==> src/thumb_decode_macros.svh <==
////////////////////////////////////////
// Sizing and fixed encodings for the
// compressed instruction expander.
// THUMB_LANES is 2 here, 4 also works.
////////////////////////////////////////

`ifndef THUMB_DECODE_MACROS_SVH
`define THUMB_DECODE_MACROS_SVH

////////////////////////////////////////
// Lane count and widths
////////////////////////////////////////

// Halfwords per fetch word, one lane each
`define THUMB_LANES 2

// Compressed instruction width
`define HALF_W 16

// Expanded ARM instruction width
`define ARM_W 32

////////////////////////////////////////
// Fixed ARM encodings
////////////////////////////////////////

// Always condition, top nibble of most words
`define COND_AL 4'b1110

// Architectural register numbers
`define REG_SP 4'd13     // Stack pointer
`define REG_PC 4'd15     // Program counter

`endif

==> src/thumb_decode_pkg.sv <==
////////////////////////////////////////
// Types shared by fetch, lanes, issue.
// Lane 0 always takes the low halfword
// of the fetch word.
////////////////////////////////////////

`include "thumb_decode_macros.svh"

package thumb_decode_pkg;

////////////////////////////////////////
// ARM field encodings
////////////////////////////////////////

// Data-processing opcodes, bits 24:21
typedef enum logic [3:0] {
        ALU_AND = 4'd0,
        ALU_EOR = 4'd1,
        ALU_SUB = 4'd2,
        ALU_RSB = 4'd3,         // Used for NEG
        ALU_ADD = 4'd4,
        ALU_ADC = 4'd5,
        ALU_SBC = 4'd6,
        ALU_TST = 4'd8,         // Flags only
        ALU_CMP = 4'd10,        // Flags only
        ALU_CMN = 4'd11,        // Flags only
        ALU_ORR = 4'd12,
        ALU_MOV = 4'd13,
        ALU_BIC = 4'd14,
        ALU_MVN = 4'd15
} alu_op_t;

// Barrel shifter type, bits 6:5
typedef enum logic [1:0] {
        SH_LSL = 2'd0,
        SH_LSR = 2'd1,
        SH_ASR = 2'd2,
        SH_ROR = 2'd3
} shift_t;

////////////////////////////////////////
// Pipeline bundles
////////////////////////////////////////

// One fetch word plus per-slot enables
typedef struct packed {
        logic [`THUMB_LANES*`HALF_W-1:0] word;  // Lane k at bits k*16 +: 16
        logic [`THUMB_LANES-1:0]         mask;  // Slot k holds a real halfword
} fetch_bundle_t;

// What one lane sees
typedef struct packed {
        logic [`HALF_W-1:0] half;       // Compressed instruction
        logic               valid;      // Strobe and slot bit
} lane_in_t;

// What one lane produces
typedef struct packed {
        logic [`ARM_W-1:0] instr;       // Zero when undefined or idle
        logic              valid;
        logic              und;         // Not a kept format
} lane_out_t;

// Whole issue group, lane 0 lowest
typedef lane_out_t [`THUMB_LANES-1:0] issue_bundle_t;

endpackage

==> src/thumb_fetch_split.sv <==
////////////////////////////////////////
// Fetch register and lane splitter.
// No back-pressure, every strobe taken.
// Masked slots see a zero halfword.
////////////////////////////////////////

`include "thumb_decode_macros.svh"

module thumb_fetch_split (
        input  logic                                          i_clk,
        input  logic                                          i_rst_n,
        input  logic                                          i_valid,   // One-cycle strobe
        input  thumb_decode_pkg::fetch_bundle_t               i_fetch,
        output thumb_decode_pkg::lane_in_t [`THUMB_LANES-1:0] o_lane     // One per lane
);

import thumb_decode_pkg::*;

fetch_bundle_t           fetch_q;       // Captured fetch word and mask
logic                    vld_q;         // Strobe, one cycle late
logic [`THUMB_LANES-1:0] lane_vld;      // Per-slot valid

////////////////////////////////////////
// Input register
////////////////////////////////////////

always_ff @(posedge i_clk or negedge i_rst_n)
begin
        if (!i_rst_n)
        begin
                vld_q   <= 1'b0;
                fetch_q <= '0;
        end
        else
        begin
                vld_q <= i_valid;
                if (i_valid)
                        fetch_q <= i_fetch;     // Word only moves on a strobe
        end
end

////////////////////////////////////////
// Split into lanes
////////////////////////////////////////

assign lane_vld = {`THUMB_LANES{vld_q}} & fetch_q.mask;

always_comb
begin
        for (int k = 0; k < `THUMB_LANES; k++)
        begin
                o_lane[k].valid = lane_vld[k];
                // Dead slot gets zero, keeps lane inputs quiet
                o_lane[k].half  = fetch_q.word[k*`HALF_W +: `HALF_W] &
                                  {`HALF_W{lane_vld[k]}};
        end
end

endmodule

==> src/thumb_lane_expand.sv <==
////////////////////////////////////////
// One pure-logic expansion lane.
// Loads, stores, BL pair and BLX are
// not handled and come out undefined.
////////////////////////////////////////

`include "thumb_decode_macros.svh"

module thumb_lane_expand (
        input  thumb_decode_pkg::lane_in_t  i_lane,     // Halfword and valid
        output thumb_decode_pkg::lane_out_t o_lane      // ARM word, valid, und
);

import thumb_decode_pkg::*;

////////////////////////////////////////
// Compressed format patterns
////////////////////////////////////////

localparam logic [`HALF_W-1:0] PAT_SWI     = 16'b1101_1111_????_????;
localparam logic [`HALF_W-1:0] PAT_ADD_SUB = 16'b0001_1???_????_????;
localparam logic [`HALF_W-1:0] PAT_BX      = 16'b0100_0111_0???_????;
localparam logic [`HALF_W-1:0] PAT_BCOND   = 16'b1101_????_????_????;
localparam logic [`HALF_W-1:0] PAT_B       = 16'b1110_0???_????_????;
localparam logic [`HALF_W-1:0] PAT_SHIFT   = 16'b000?_????_????_????;
localparam logic [`HALF_W-1:0] PAT_IMM8    = 16'b001?_????_????_????;
localparam logic [`HALF_W-1:0] PAT_ALU_LO  = 16'b0100_00??_????_????;
localparam logic [`HALF_W-1:0] PAT_ALU_HI  = 16'b0100_01??_????_????;

logic [`HALF_W-1:0] half;
logic [3:0]         lo_rd;      // Bits 2:0
logic [3:0]         lo_rs;      // Bits 5:3
logic [3:0]         lo_rn;      // Bits 8:6, also the 3-bit immediate
logic [3:0]         im_rd;      // Bits 10:8 of imm8 form
logic [3:0]         hi_rd;      // H1 and bits 2:0
logic [3:0]         hi_rs;      // H2 and bits 5:3
logic [`ARM_W-1:0]  instr;
logic               und;

// Always-condition data-processing word
function automatic logic [`ARM_W-1:0] dp_word(
        input logic       imm,
        input alu_op_t    op,
        input logic       s,
        input logic [3:0] rn,
        input logic [3:0] rd,
        input logic [11:0] op2
);
        dp_word = {`COND_AL, 2'b00, imm, op, s, rn, rd, op2};
endfunction

// Operand2 of Rm shifted by register Rs
function automatic logic [11:0] reg_shift(
        input logic [3:0] rs,
        input shift_t     sh,
        input logic [3:0] rm
);
        reg_shift = {rs, 1'b0, sh, 1'b1, rm};
endfunction

assign half  = i_lane.half;
assign lo_rd = {1'b0, half[2:0]};
assign lo_rs = {1'b0, half[5:3]};
assign lo_rn = {1'b0, half[8:6]};
assign im_rd = {1'b0, half[10:8]};
assign hi_rd = {half[7], half[2:0]};
assign hi_rs = {half[6], half[5:3]};

////////////////////////////////////////
// Format match and expansion
////////////////////////////////////////

always_comb
begin
        instr = '0;
        und   = 1'b0;

        if (i_lane.valid)
        begin
                if (half ==? PAT_SWI)                   // SWI imm8
                begin
                        instr = {`COND_AL, 4'b1111, 16'd0, half[7:0]};
                end
                else if (half ==? PAT_ADD_SUB)          // ADDS/SUBS low regs
                begin
                        case ({half[10], half[9]})
                        2'b00: instr = dp_word(1'b0, ALU_ADD, 1'b1, lo_rs, lo_rd,
                                               {8'd0, lo_rn});
                        2'b01: instr = dp_word(1'b0, ALU_SUB, 1'b1, lo_rs, lo_rd,
                                               {8'd0, lo_rn});
                        2'b10: instr = dp_word(1'b1, ALU_ADD, 1'b1, lo_rs, lo_rd,
                                               {8'd0, lo_rn});   // 3-bit imm
                        2'b11: instr = dp_word(1'b1, ALU_SUB, 1'b1, lo_rs, lo_rd,
                                               {8'd0, lo_rn});
                        endcase
                end
                else if (half ==? PAT_BX)               // BX Rm with any of 16
                begin
                        instr = {`COND_AL, 24'h12_fff1, half[6:3]};
                end
                else casez (half)
                PAT_BCOND:      // Cond from bits 11:8 and offset in halfwords
                        instr = {half[11:8], 3'b101, 1'b0, {16{half[7]}}, half[7:0]};
                PAT_B:
                        instr = {`COND_AL, 3'b101, 1'b0, {13{half[10]}}, half[10:0]};
                PAT_SHIFT:      // Op 11 already went to add/sub
                        instr = dp_word(1'b0, ALU_MOV, 1'b1, 4'd0, lo_rd,
                                        {half[10:6], shift_t'(half[12:11]), 1'b0, lo_rs});
                PAT_IMM8:
                begin
                        case (half[12:11])
                        2'd0: instr = dp_word(1'b1, ALU_MOV, 1'b1, im_rd, im_rd,
                                              {4'd0, half[7:0]});
                        2'd1: instr = dp_word(1'b1, ALU_CMP, 1'b1, im_rd, im_rd,
                                              {4'd0, half[7:0]});
                        2'd2: instr = dp_word(1'b1, ALU_ADD, 1'b1, im_rd, im_rd,
                                              {4'd0, half[7:0]});
                        2'd3: instr = dp_word(1'b1, ALU_SUB, 1'b1, im_rd, im_rd,
                                              {4'd0, half[7:0]});
                        endcase
                end
                PAT_ALU_LO:     // Rd = Rd op Rs with flags set
                begin
                        case (half[9:6])
                        4'd0:  instr = dp_word(1'b0, ALU_AND, 1'b1, lo_rd, lo_rd, {8'd0, lo_rs});
                        4'd1:  instr = dp_word(1'b0, ALU_EOR, 1'b1, lo_rd, lo_rd, {8'd0, lo_rs});
                        4'd2:  instr = dp_word(1'b0, ALU_MOV, 1'b1, lo_rd, lo_rd,
                                               reg_shift(lo_rs, SH_LSL, lo_rd));
                        4'd3:  instr = dp_word(1'b0, ALU_MOV, 1'b1, lo_rd, lo_rd,
                                               reg_shift(lo_rs, SH_LSR, lo_rd));
                        4'd4:  instr = dp_word(1'b0, ALU_MOV, 1'b1, lo_rd, lo_rd,
                                               reg_shift(lo_rs, SH_ASR, lo_rd));
                        4'd5:  instr = dp_word(1'b0, ALU_ADC, 1'b1, lo_rd, lo_rd, {8'd0, lo_rs});
                        4'd6:  instr = dp_word(1'b0, ALU_SBC, 1'b1, lo_rd, lo_rd, {8'd0, lo_rs});
                        4'd7:  instr = dp_word(1'b0, ALU_MOV, 1'b1, lo_rd, lo_rd,
                                               reg_shift(lo_rs, SH_ROR, lo_rd));
                        4'd8:  instr = dp_word(1'b0, ALU_TST, 1'b1, lo_rd, lo_rd, {8'd0, lo_rs});
                        4'd9:  instr = dp_word(1'b1, ALU_RSB, 1'b1, lo_rs, lo_rd, 12'd0); // NEG
                        4'd10: instr = dp_word(1'b0, ALU_CMP, 1'b1, lo_rd, lo_rd, {8'd0, lo_rs});
                        4'd11: instr = dp_word(1'b0, ALU_CMN, 1'b1, lo_rd, lo_rd, {8'd0, lo_rs});
                        4'd12: instr = dp_word(1'b0, ALU_ORR, 1'b1, lo_rd, lo_rd, {8'd0, lo_rs});
                        4'd13: instr = {`COND_AL, 7'b0000_000, 1'b1, lo_rd, 4'd0,
                                        lo_rd, 4'b1001, lo_rs};                 // MULS
                        4'd14: instr = dp_word(1'b0, ALU_BIC, 1'b1, lo_rd, lo_rd, {8'd0, lo_rs});
                        4'd15: instr = dp_word(1'b0, ALU_MVN, 1'b1, lo_rd, lo_rd, {8'd0, lo_rs});
                        endcase
                end
                PAT_ALU_HI:     // BX went first so op 3 left here is BLX
                begin
                        case (half[9:8])
                        2'd0: instr = dp_word(1'b0, ALU_ADD, 1'b0, hi_rd, hi_rd, {8'd0, hi_rs});
                        2'd1: instr = dp_word(1'b0, ALU_CMP, 1'b1, hi_rd, hi_rd, {8'd0, hi_rs});
                        2'd2: instr = dp_word(1'b0, ALU_MOV, 1'b0, hi_rd, hi_rd, {8'd0, hi_rs});
                        2'd3: und   = 1'b1;
                        endcase
                end
                default:
                        und = 1'b1;     // Loads, stores, push/pop, BL and the like
                endcase
        end
end

// Word stays zero on every undefined path
assign o_lane.instr = instr;
assign o_lane.valid = i_lane.valid;
assign o_lane.und   = und;

endmodule

==> src/thumb_issue_collect.sv <==
////////////////////////////////////////
// Issue register for all lane results.
// Holds last group until next strobe.
////////////////////////////////////////

`include "thumb_decode_macros.svh"

module thumb_issue_collect (
        input  logic                                           i_clk,
        input  logic                                           i_rst_n,
        input  thumb_decode_pkg::lane_out_t [`THUMB_LANES-1:0] i_lane,   // From lanes
        output logic                                           o_valid,  // Any lane valid
        output thumb_decode_pkg::issue_bundle_t                o_issue
);

import thumb_decode_pkg::*;

issue_bundle_t issue_q;         // Registered lane results
logic          vld_q;           // Registered group strobe
logic          any_vld;

////////////////////////////////////////
// Group valid
////////////////////////////////////////

always_comb
begin
        any_vld = 1'b0;
        for (int k = 0; k < `THUMB_LANES; k++)
        begin
                any_vld = any_vld | i_lane[k].valid;    // OR over lanes
        end
end

////////////////////////////////////////
// Output register
////////////////////////////////////////

always_ff @(posedge i_clk or negedge i_rst_n)
begin
        if (!i_rst_n)
        begin
                vld_q   <= 1'b0;
                issue_q <= '0;
        end
        else
        begin
                vld_q <= any_vld;               // Strobe, one cycle wide
                if (any_vld)
                        issue_q <= i_lane;      // Idle cycles keep old group
        end
end

assign o_valid = vld_q;
assign o_issue = issue_q;

endmodule

==> src/thumb_decode_top.sv <==
////////////////////////////////////////
// Multi-lane compressed decoder top.
// Output comes 2 cycles after strobe,
// up to two groups in flight.
////////////////////////////////////////

`include "thumb_decode_macros.svh"

module thumb_decode_top (
        input  logic                            i_clk,
        input  logic                            i_rst_n,
        input  logic                            i_valid,        // Fetch strobe
        input  thumb_decode_pkg::fetch_bundle_t i_fetch,
        output logic                            o_valid,        // Issue strobe
        output thumb_decode_pkg::issue_bundle_t o_issue
);

import thumb_decode_pkg::*;

lane_in_t  [`THUMB_LANES-1:0] split_lane;       // Stage 1 to lanes
lane_out_t [`THUMB_LANES-1:0] exp_lane;         // Lanes to stage 2

////////////////////////////////////////
// Fetch stage
////////////////////////////////////////

thumb_fetch_split u_fetch_split (
        .i_clk   (i_clk),
        .i_rst_n (i_rst_n),
        .i_valid (i_valid),
        .i_fetch (i_fetch),
        .o_lane  (split_lane)
);

// One expander per halfword
for (genvar k = 0; k < `THUMB_LANES; k++)
begin : g_lane
        thumb_lane_expand u_lane_expand (
                .i_lane (split_lane[k]),
                .o_lane (exp_lane[k])
        );
end

////////////////////////////////////////
// Issue stage
////////////////////////////////////////

thumb_issue_collect u_issue_collect (
        .i_clk   (i_clk),
        .i_rst_n (i_rst_n),
        .i_lane  (exp_lane),
        .o_valid (o_valid),
        .o_issue (o_issue)
);

endmodule

==> config.mk <==
export PLATFORM = sky130hd
export DESIGN_NAME = thumb_decode_top
export DESIGN_NICKNAME = d
export VERILOG_FILES = /design/src/thumb_decode_pkg.sv /design/src/thumb_fetch_split.sv /design/src/thumb_lane_expand.sv /design/src/thumb_issue_collect.sv /design/src/thumb_decode_top.sv
export VERILOG_INCLUDE_DIRS = /design/src /design/src/src
export SDC_FILE = /design/constraint.sdc
export NUM_CORES = 1
export LEC_CHECK = 0
export BUFFER_PORTS_ARGS = -buffer_cell sky130_fd_sc_hd__buf_2
export CORE_MARGIN = 5
export CORE_UTILIZATION = 25
export DETAILED_ROUTE_END_ITERATION = 6
export PLACE_DENSITY_LB_ADDON = 0.12
export SLEW_MARGIN = 15
export SYNTH_ARGS = -nofsm -noshare
export SYNTH_HDL_FRONTEND = slang
export SYNTH_SLANG_ARGS = --single-unit
==> constraint.sdc <==
create_clock -name i_clk -period 7.74 [get_ports i_clk]
set_input_delay 1.548 -clock i_clk [delete_from_list [all_inputs] [get_ports i_clk]]
set_output_delay 1.548 -clock i_clk [all_outputs]
set_load 0.005 [all_outputs]
# After elaboration in Yosys (flattened, before gate mapping)
# Cells that the tools add are included.
# op_classes
eq_ne	64
n_mux	30
bitwise_logic	4
n_reduce_logical	12
# op_table
op	n
$pmux W32 S16	2
$pmux W32 S4	4
$pmux W32 S6	2
$mux W32	8
$pmux W32 S3	2
$eq A4 B4 Y1 const B	18
$and A16 B16 Y16	2
$eq A4 B3 Y1 const B	8
$eq A2 B2 Y1 const B	12
$eq A6 B5 Y1 const B	4
$eq A9 B8 Y1 const B	2
$eq A4 B2 Y1 const B	4
$eq A8 B8 Y1 const B	2
$eq A2 B1 Y1 const B	6
$logic_not A2 Y1	6
$eq A5 B2 Y1 const B	2
$eq A5 B5 Y1 const B	2
$mux W1	10
$reduce_or A5 Y1	2
$eq A4 B1 Y1 const B	2
$logic_not A4 Y1	2
$eq A3 B1 Y1 const B	2
$logic_not A3 Y1	2
$pmux W1 S2	2
2 further kinds	2
# totals
regBits	104

# Depth between registers and ports, before layout
# Gate-level depths: netlist of the first run.
# depth
ltp_word	9
ltp_mapped	11
mapped_depth_nobuf	9

# Cells and area by module
# From an unflattened synthesis of the first run, not the netlist that was laid out.
# hier_totals
hier_cells	740
hier_area_um2	7333.3
# modules_own_cells
mod	instances	cells_each	area_per_inst_um2	seq_area_each_um2
thumb_lane_expand	2	240	1480.2	0.0
thumb_issue_collect	1	148	2696.3	1726.7
thumb_fetch_split	1	112	1676.6	875.8

# Worst setup path after synthesis of the first run
# OpenSTA, ideal clock, no wires.
# synth_timing
path_type	in2reg
from	input i_valid
to	register u_fetch_split.fetch_q[11] (netlist bit)
setup_time_ps	125
t_arrival_ps	2586
required_ps	7615
setup_slack_ps	5029
stages	3
path_buffers	2
cell_sequence	clkbuf_1 buf_1 mux2_2
# synth_lines
item	line	source
from (decl)	thumb_decode_top.sv:12	input logic i_valid,
to (signal assigned)	thumb_fetch_split.sv:38	fetch_q <= i_fetch;
to (decl)	thumb_fetch_split.sv:19	fetch_bundle_t fetch_q;
# No word-level cell between the ends.

# Worst setup path after layout of the first run
# layout_timing
from	register u_fetch_split.vld_q
to	register u_issue_collect.issue_q (netlist bit u_issue_collect.o_issue[65])
# layout_between
elab_chain_len	9
word_cells_on_any_way	21
classes_between	eq/ne (10); mux (6); bitwise (3); reduce/logical (2)
# layout_lines
item	line	source
from (decl)	thumb_fetch_split.sv:20	logic vld_q;
from (signal assigned)	thumb_fetch_split.sv:36	vld_q <= i_valid;
$and A2 B2 Y2 (*)	thumb_fetch_split.sv:46	assign lane_vld = {`THUMB_LANES{vld_q}} & fetch_q.mask;
$and A16 B16 Y16	thumb_fetch_split.sv:54	o_lane[k].half = fetch_q.word[k*`HALF_W +: `HALF_W] &
$eq A2 B2 Y1 (tied with other cells)	thumb_lane_expand.sv:150	case (half[9:8])
$pmux W32 S3	thumb_lane_expand.sv:150	
$pmux W32 S6	thumb_lane_expand.sv:101	else casez (half)
$mux W32	thumb_lane_expand.sv:97	else if (half ==? PAT_BX)
$mux W32	thumb_lane_expand.sv:84	else if (half ==? PAT_ADD_SUB)
$mux W32	thumb_lane_expand.sv:80	if (half ==? PAT_SWI)
$mux W32	thumb_lane_expand.sv:78	if (i_lane.valid)
to (signal assigned)	thumb_issue_collect.sv:50	issue_q <= i_lane;
to (decl)	thumb_issue_collect.sv:18	issue_bundle_t issue_q;
# Mark *: on every way between the ends. The rest lies on a longest branch, timed or not.
# A chain may end at the register's enable or synchronous reset.

==> results of run 1 <==
[how the worst max path moves through the flow]
stage                                             end  slack [ps]
after CTS                 u_issue_collect.o_issue[65]        3990
final                     u_issue_collect.o_issue[65]        3960
after detailed placement  u_issue_collect.o_issue[65]        4020
after global routing      u_issue_collect.o_issue[65]        3710
after floorplan             u_fetch_split.fetch_q[11]        5030
after global placement    u_issue_collect.o_issue[65]        4020
[layout make-up]
cell class	instances	area share, %
Multi-Input combinational cell	571	47.9
Clock buffer	10	3.16
Sequential cell	102	33.8
Timing Repair Buffer	113	7.78
Tap cell	335	5.55
Clock inverter	6	1.23
Inverter	13	0.646
[worst max-delay path, stage by stage (launching register included)]
cell and delay [ps]:
dfrtp_1 760, and2_1 960, o21a_1 510, nand2_1 310, nor4_1 710, a21oi_1 210, a21o_1 210
[cell usage after synthesis, drive strengths merged, types with 3 or more instances]
master   number
nor2         45
a2111oi       3
a21o          8
clkbuf       51
a311oi        3
o22ai        10
mux2         33
nand3b        5
nor4          7
and3         11
o31ai         5
a21oi        46
a31oi         5
nand4         7
a211oi       12
nand2b        6
inv          13
a32o          4
or2           9
and4b         3
a32oi        10
buf          20
o221ai        7
o2111ai       3
nor3         18
o21ai        72
o21a          4
or3           6
a22oi        14
a22o         12
nor2b         5
dfrtp       102
a221oi        6
or4           5
nand2        91
o32ai         3
and2          3
ha           12
o211ai       15
nand3        34
nor3b         3
[power by group through the flow]
stage | logic [W] | clock network (W) | registers (W)
final | 0.000311 | 0.000526 | 0.000674
after global routing | 0.000345 | 0.000554 | 0.000683
after CTS | 0.000311 | 0.000542 | 0.000672
after detailed placement | 0.000310 | 0 | 0.000683
after global placement | 0.000315 | 0 | 0.000683
after floorplan | 0.000210 | 0 | 0.000631
[cells by family after synthesis]
group,Yosys count
simple gates,266
compound gates,257
flops,102
buf+inv,84
mux,34
fa+ha+maj,12
xor+xnor,2
[state kept, by name (all words and copies together) (netlist names)]
name,count
u_issue_collect.o_issue,66
u_fetch_split.fetch_q,34
u_fetch_split.vld_q,1
u_issue_collect.o_valid,1
[metal layers]
metal  vias up  track usage, %  share of wire, %
met5         -               0                 0
met2       260            25.0                41
li1       2935               -                 -
met4         0            3.59               1.2
met3        24            4.16               7.2
met1      3173            28.1                51
[through the flow]
stage               area, µm²  power (W)
finish                   7560    0.00151
global route             7560    0.00158
CTS                      7560    0.00152
detailed placement       7230   0.000993
global placement         7230   0.000998
floorplan                6540   0.000841
==> impl_metrics.tcl, run 1 <==
set metrics [dict create \
    areaGrowthSynthToFinish_pct 15.5 \
    min_from "u_issue_collect.o_issue[63]" \
    mostFrequentLayoutCells "buf_2 (104), dfrtp_1 (102), nand2_1 (91)" \
    cts_max_path_buffers 2 \
    synthAdderAreaFrac_pct 2.30 \
    place_inst 1134 \
    track_usage_pct 18.0 \
    power.density_mw_per_mm2 200 \
    power.internal_w 0.00100 \
    fin_nets 859 \
    grt_pass1_wl_um 40600 \
    synth-simple-area-share_pct 20.6 \
    synth_edf_count 0 \
    timing.fmax_mhz 265 \
    clock_skew_ps 12.7 \
    synth_top_area_cell "dfrtp_1" \
    slew_headroom_pct 26.4 \
    route.detailed.drc 0 \
    final_hold_viol_count 0 \
    cts_post_setup_buffers_inserted 0 \
    die_area_mm2 0.0295 \
    critPathKind "reg -> reg" \
    coreArea_mm2 0.0259 \
    cap_violations 0 \
    syn_area_mm2 0.00654 \
    cts_tree "yes" \
    switching_share_pct 33.6 \
    root_buffer "clkbuf_16" \
    final-max-slew-violation-count 0 \
    power.share.clock_pct 34.8 \
    synth_compound_area_share_pct 26.2 \
    fin_cells 1150 \
    clk_pin_slew_ps 70 \
    synth.distinct_cells 75 \
    rows 59 \
    ctsHoldBuffers 0 \
    p_leak_nw 3.30 \
    routedWlPerCell_um 23.2 \
    preCtsSetupSlack_ps 4020 \
    dpl.hpwl_um 19400 \
    synth_top_area_share_pct 39.0 \
    hold_path_depth 2 \
    start_kind "register" \
    yosysWarnings 0 \
    syn_inst 757 \
    synth.net_count 806 \
    grt_max_degree 62 \
    ff2ff_path_depth 6 \
    fin_util_pct 29.2 \
    worst-r2r-setup-slack_ps 3960 \
    yosysSeqAreaShare_pct 39.0 \
    initial_utilization_pct 25.2 \
    setup_viol 0 \
    cp-startpoint "u_fetch_split.vld_q" \
    die_y_um 172 \
    antenna_found_initial 0 \
    fillerInstances 2778 \
    setup_tns_ps 0 \
    vias 6392 \
    yosys_register_bits 102 \
    multiInputGateArea_mm2 0.00362 \
    combinationalPowerShare_pct 20.6 \
    timing.critical_path.to_type "register" \
    vdd_ir_drop_max_mv 0.112 \
    synth_mux_area_share_pct 5.83 \
    cts_buffers 9 \
    r2r-end "u_issue_collect.o_issue[65]" \
    status "finished clean" \
    synth_xor_area_share_pct 0.268 \
    die_w_um 172 \
    vias_per_cell 5.56 \
    cts-htree-levels 3 \
    avgSynthCellArea_um2 8.64 \
    post_cts_resized 0 \
    worst_hold_path.endpoint "u_issue_collect.o_issue[63]" \
    period_minus_slack_ps 3780 \
    antenna_cells 0 \
    async_reset_ff_share_pct 100 \
    ys.flop_type "dfrtp_1" \
    worstPathMaxFanout 27 \
    gr-total-overflow 0 \
    drive_gt1_share_pct 23.1 \
    p_seq_share_pct 44.6 \
    holdCritPathClass "reg -> reg" \
    synth_area_leaders "dfrtp_1 (39%), mux2_2 (5.7%), o21ai_0 (5.3%), nand2_1 (5.2%), a21oi_1 (3.5%)" \
    register_area_mm2 0.00255 \
    gp_congestion 0.907 \
    power.switching_w 0.000507 \
    port-buffer-count 105 \
    r2r_start "u_fetch_split.vld_q" \
    cts_sinks 102 \
    firstDrtPassIters 5 \
    wl_um 26700 \
    setup_slack_ps 3960 \
    required_ps 7990 \
    rsz0062_at_grt "no" \
    insertion_delay_ps 360 \
    grt_pass1_vias 6268 \
    worst_slew_pin_slew_ps 1100 \
    synth_top_family_by_area "compound AO/OA/AOI/OAI gates" \
    arrival_ps 4030 \
    detail-route-antenna-nets 0 \
    first_iter_violations 749 \
    boundaryPins 106 \
    final_common_cell "buf_2" \
    min_period_over_period_pct 48.8 \
    hold_slack_ps 473 \
]
Power figures use the tool's default switching activity.
==> run 2: changes to the inputs <==
clock period = 3.5 ns   (was 7.74 ns; I/O delays follow)
==> run 2 against run 1 <==
Net effect: die area is the same; cell count is 2.3% higher; core utilization increased by 0.76 points; critical path depth grew 2; clock skew rose by 0.86 ps; register-to-register slack lost 3600 ps; sequential power is 120% higher; global-route usage rose by 0.34 points; sequential share of layout area shrank 0.86 points; fmax increased by 21%; critical endpoint is now u_issue_collect.o_issue[57]; largest power group unchanged.
==> impl_metrics.tcl, run 2 (synthesis gave the netlist of run 1 again) <==
set metrics [dict create \
    status "finished clean" \
    largest_reg_flops 66 \
    gp_congestion 0.901 \
    r2r-end "u_issue_collect.o_issue[57]" \
    first_iter_violations 582 \
    final-max-slew-violation-count 0 \
    p_leak_nw 3.42 \
    cp_num_buf_inv 0 \
    rows 59 \
    vias_per_cell 5.58 \
    vias 6573 \
    cts_post_setup_buffers_inserted 0 \
    path_cells "nand3_1, ha_1, o2111a_1, nor3_1, nand2b_1, nor2_1, a2111oi_0, o21ai_0" \
    cpPeakStageDelay_ps 550 \
    insertion_delay_ps 360 \
    grt_max_degree 63 \
    firstDrtPassIters 5 \
    track_usage_pct 18.3 \
    setup_viol 0 \
    dpl.hpwl_um 20300 \
    grt_pass1_wl_um 41000 \
    combinationalPowerShare_pct 22.9 \
    areaGrowthSynthToFinish_pct 18.6 \
    ctsHoldBuffers 0 \
    hold_slack_ps 326 \
    arrival_ps 3360 \
    p_seq_share_pct 44.1 \
    timing.critical_path.to_type "register" \
    gr-total-overflow 0 \
    fin_nets 885 \
    grt_pass1_vias 6263 \
    drive_gt1_share_pct 25.4 \
    setup_tns_ps 0 \
    post_cts_resized 0 \
    boundaryPins 106 \
    cp_top_family "simple AND/OR/NAND/NOR gates" \
    holdCritPathClass "in -> async" \
    vdd_ir_drop_max_mv 0.179 \
    ff2ff_path_depth 8 \
    final_hold_viol_count 0 \
    fin_cells 1177 \
    mostFrequentLayoutCells "buf_2 (104), dfrtp_1 (102), nand2_1 (91)" \
    power.switching_w 0.00114 \
    cts-htree-levels 3 \
    clk_pin_slew_ps 80 \
    required_ps 3730 \
    coreArea_mm2 0.0259 \
    route.detailed.drc 0 \
    worst_slew_pin_slew_ps 940 \
    die_w_um 172 \
    fin_util_pct 29.9 \
    wl_um 27300 \
    power.density_mw_per_mm2 425 \
    antenna_found_initial 1 \
    root_buffer "clkbuf_16" \
    power.share.clock_pct 32.9 \
    initial_utilization_pct 25.2 \
    die_area_mm2 0.0295 \
    worst-r2r-setup-slack_ps 370 \
    rsz0062_at_grt "no" \
    die_y_um 172 \
    critPathKind "reg -> reg" \
    switching_share_pct 34.5 \
    timing.fmax_mhz 320 \
    clock_skew_ps 13.6 \
    cts_max_path_buffers 2 \
    cts_tree "yes" \
    slew_headroom_pct 37.3 \
    cts_sinks 102 \
    final_common_cell "buf_2" \
    routedWlPerCell_um 23.2 \
    r2r_start "u_fetch_split.fetch_q[27]" \
    power.internal_w 0.00216 \
    period_minus_slack_ps 3130 \
    worstPathMaxFanout 12 \
    cap_violations 0 \
    port-buffer-count 105 \
    min_period_over_period_pct 89.4 \
    start_kind "register" \
    slowest_stage "dfrtp_1" \
    detail-route-antenna-nets 0 \
    place_inst 1160 \
    cts_buffers 9 \
]
## run 2: changes by cell type in the layout (fill, tap and decap cells not counted), sizes merged
cell / delta
buf: +26
clkbuf: -1
bufinv: -1
diode: +1
clkinvlp: -1
clkinv: +3
## run 2: how the worst max path moves through the flow
stage	cells after the start	start	end	slack (ps)
after floorplan	11	u_fetch_split.vld_q	u_issue_collect.o_issue[48]	820
after detailed placement	10	u_fetch_split.vld_q	u_issue_collect.o_issue[19]	460
after CTS	8	u_fetch_split.fetch_q[27]	u_issue_collect.o_issue[57]	440
final	8	u_fetch_split.fetch_q[27]	u_issue_collect.o_issue[57]	370
after global placement	8	u_fetch_split.vld_q	u_issue_collect.o_issue[57]	440
after global routing	9	u_fetch_split.vld_q	u_issue_collect.o_issue[54]	120
## run 2: stage by stage
step / total power, W / setup WS, ps / instance area [µm²]
after global routing: 0.00348 / 116 / 7750
after global placement: 0.00224 / 435 / 7450
after floorplan: 0.00186 / 822 / 6540
final: 0.00330 / 370 / 7750
after CTS: 0.00333 / 436 / 7750
after detailed placement: 0.00223 / 461 / 7450
## run 2: routing by layer
metal  vias up  GRT usage [%]  wire, µm
met5         -              0        13
li1       2983              -         -
met2       300           25.5     11000
met3        35           3.70      2380
met1      3253           28.3     13300
met4         2           5.19       562
## run 2: power by group through the flow
stage | clock network [W] | logic [W] | registers [W]
3_5_place_dp | 0 | 0.000755 | 0.00148
5_1_grt | 0.00117 | 0.000833 | 0.00148
2_1_floorplan | 0 | 0.000464 | 0.00140
3_3_place_gp | 0 | 0.000764 | 0.00148
6_report | 0.00109 | 0.000756 | 0.00146
4_1_cts | 0.00112 | 0.000757 | 0.00146
## run 2: cell type report
class	count	area, µm²
Clock inverter	7	81.3
Tap cell	335	419
Timing Repair Buffer	139	808
Multi-Input combinational cell	571	3620
Clock buffer	9	225
Antenna cell	1	2.50
Inverter	13	48.8
Fill cell	2818	18200
Sequential cell	102	2550
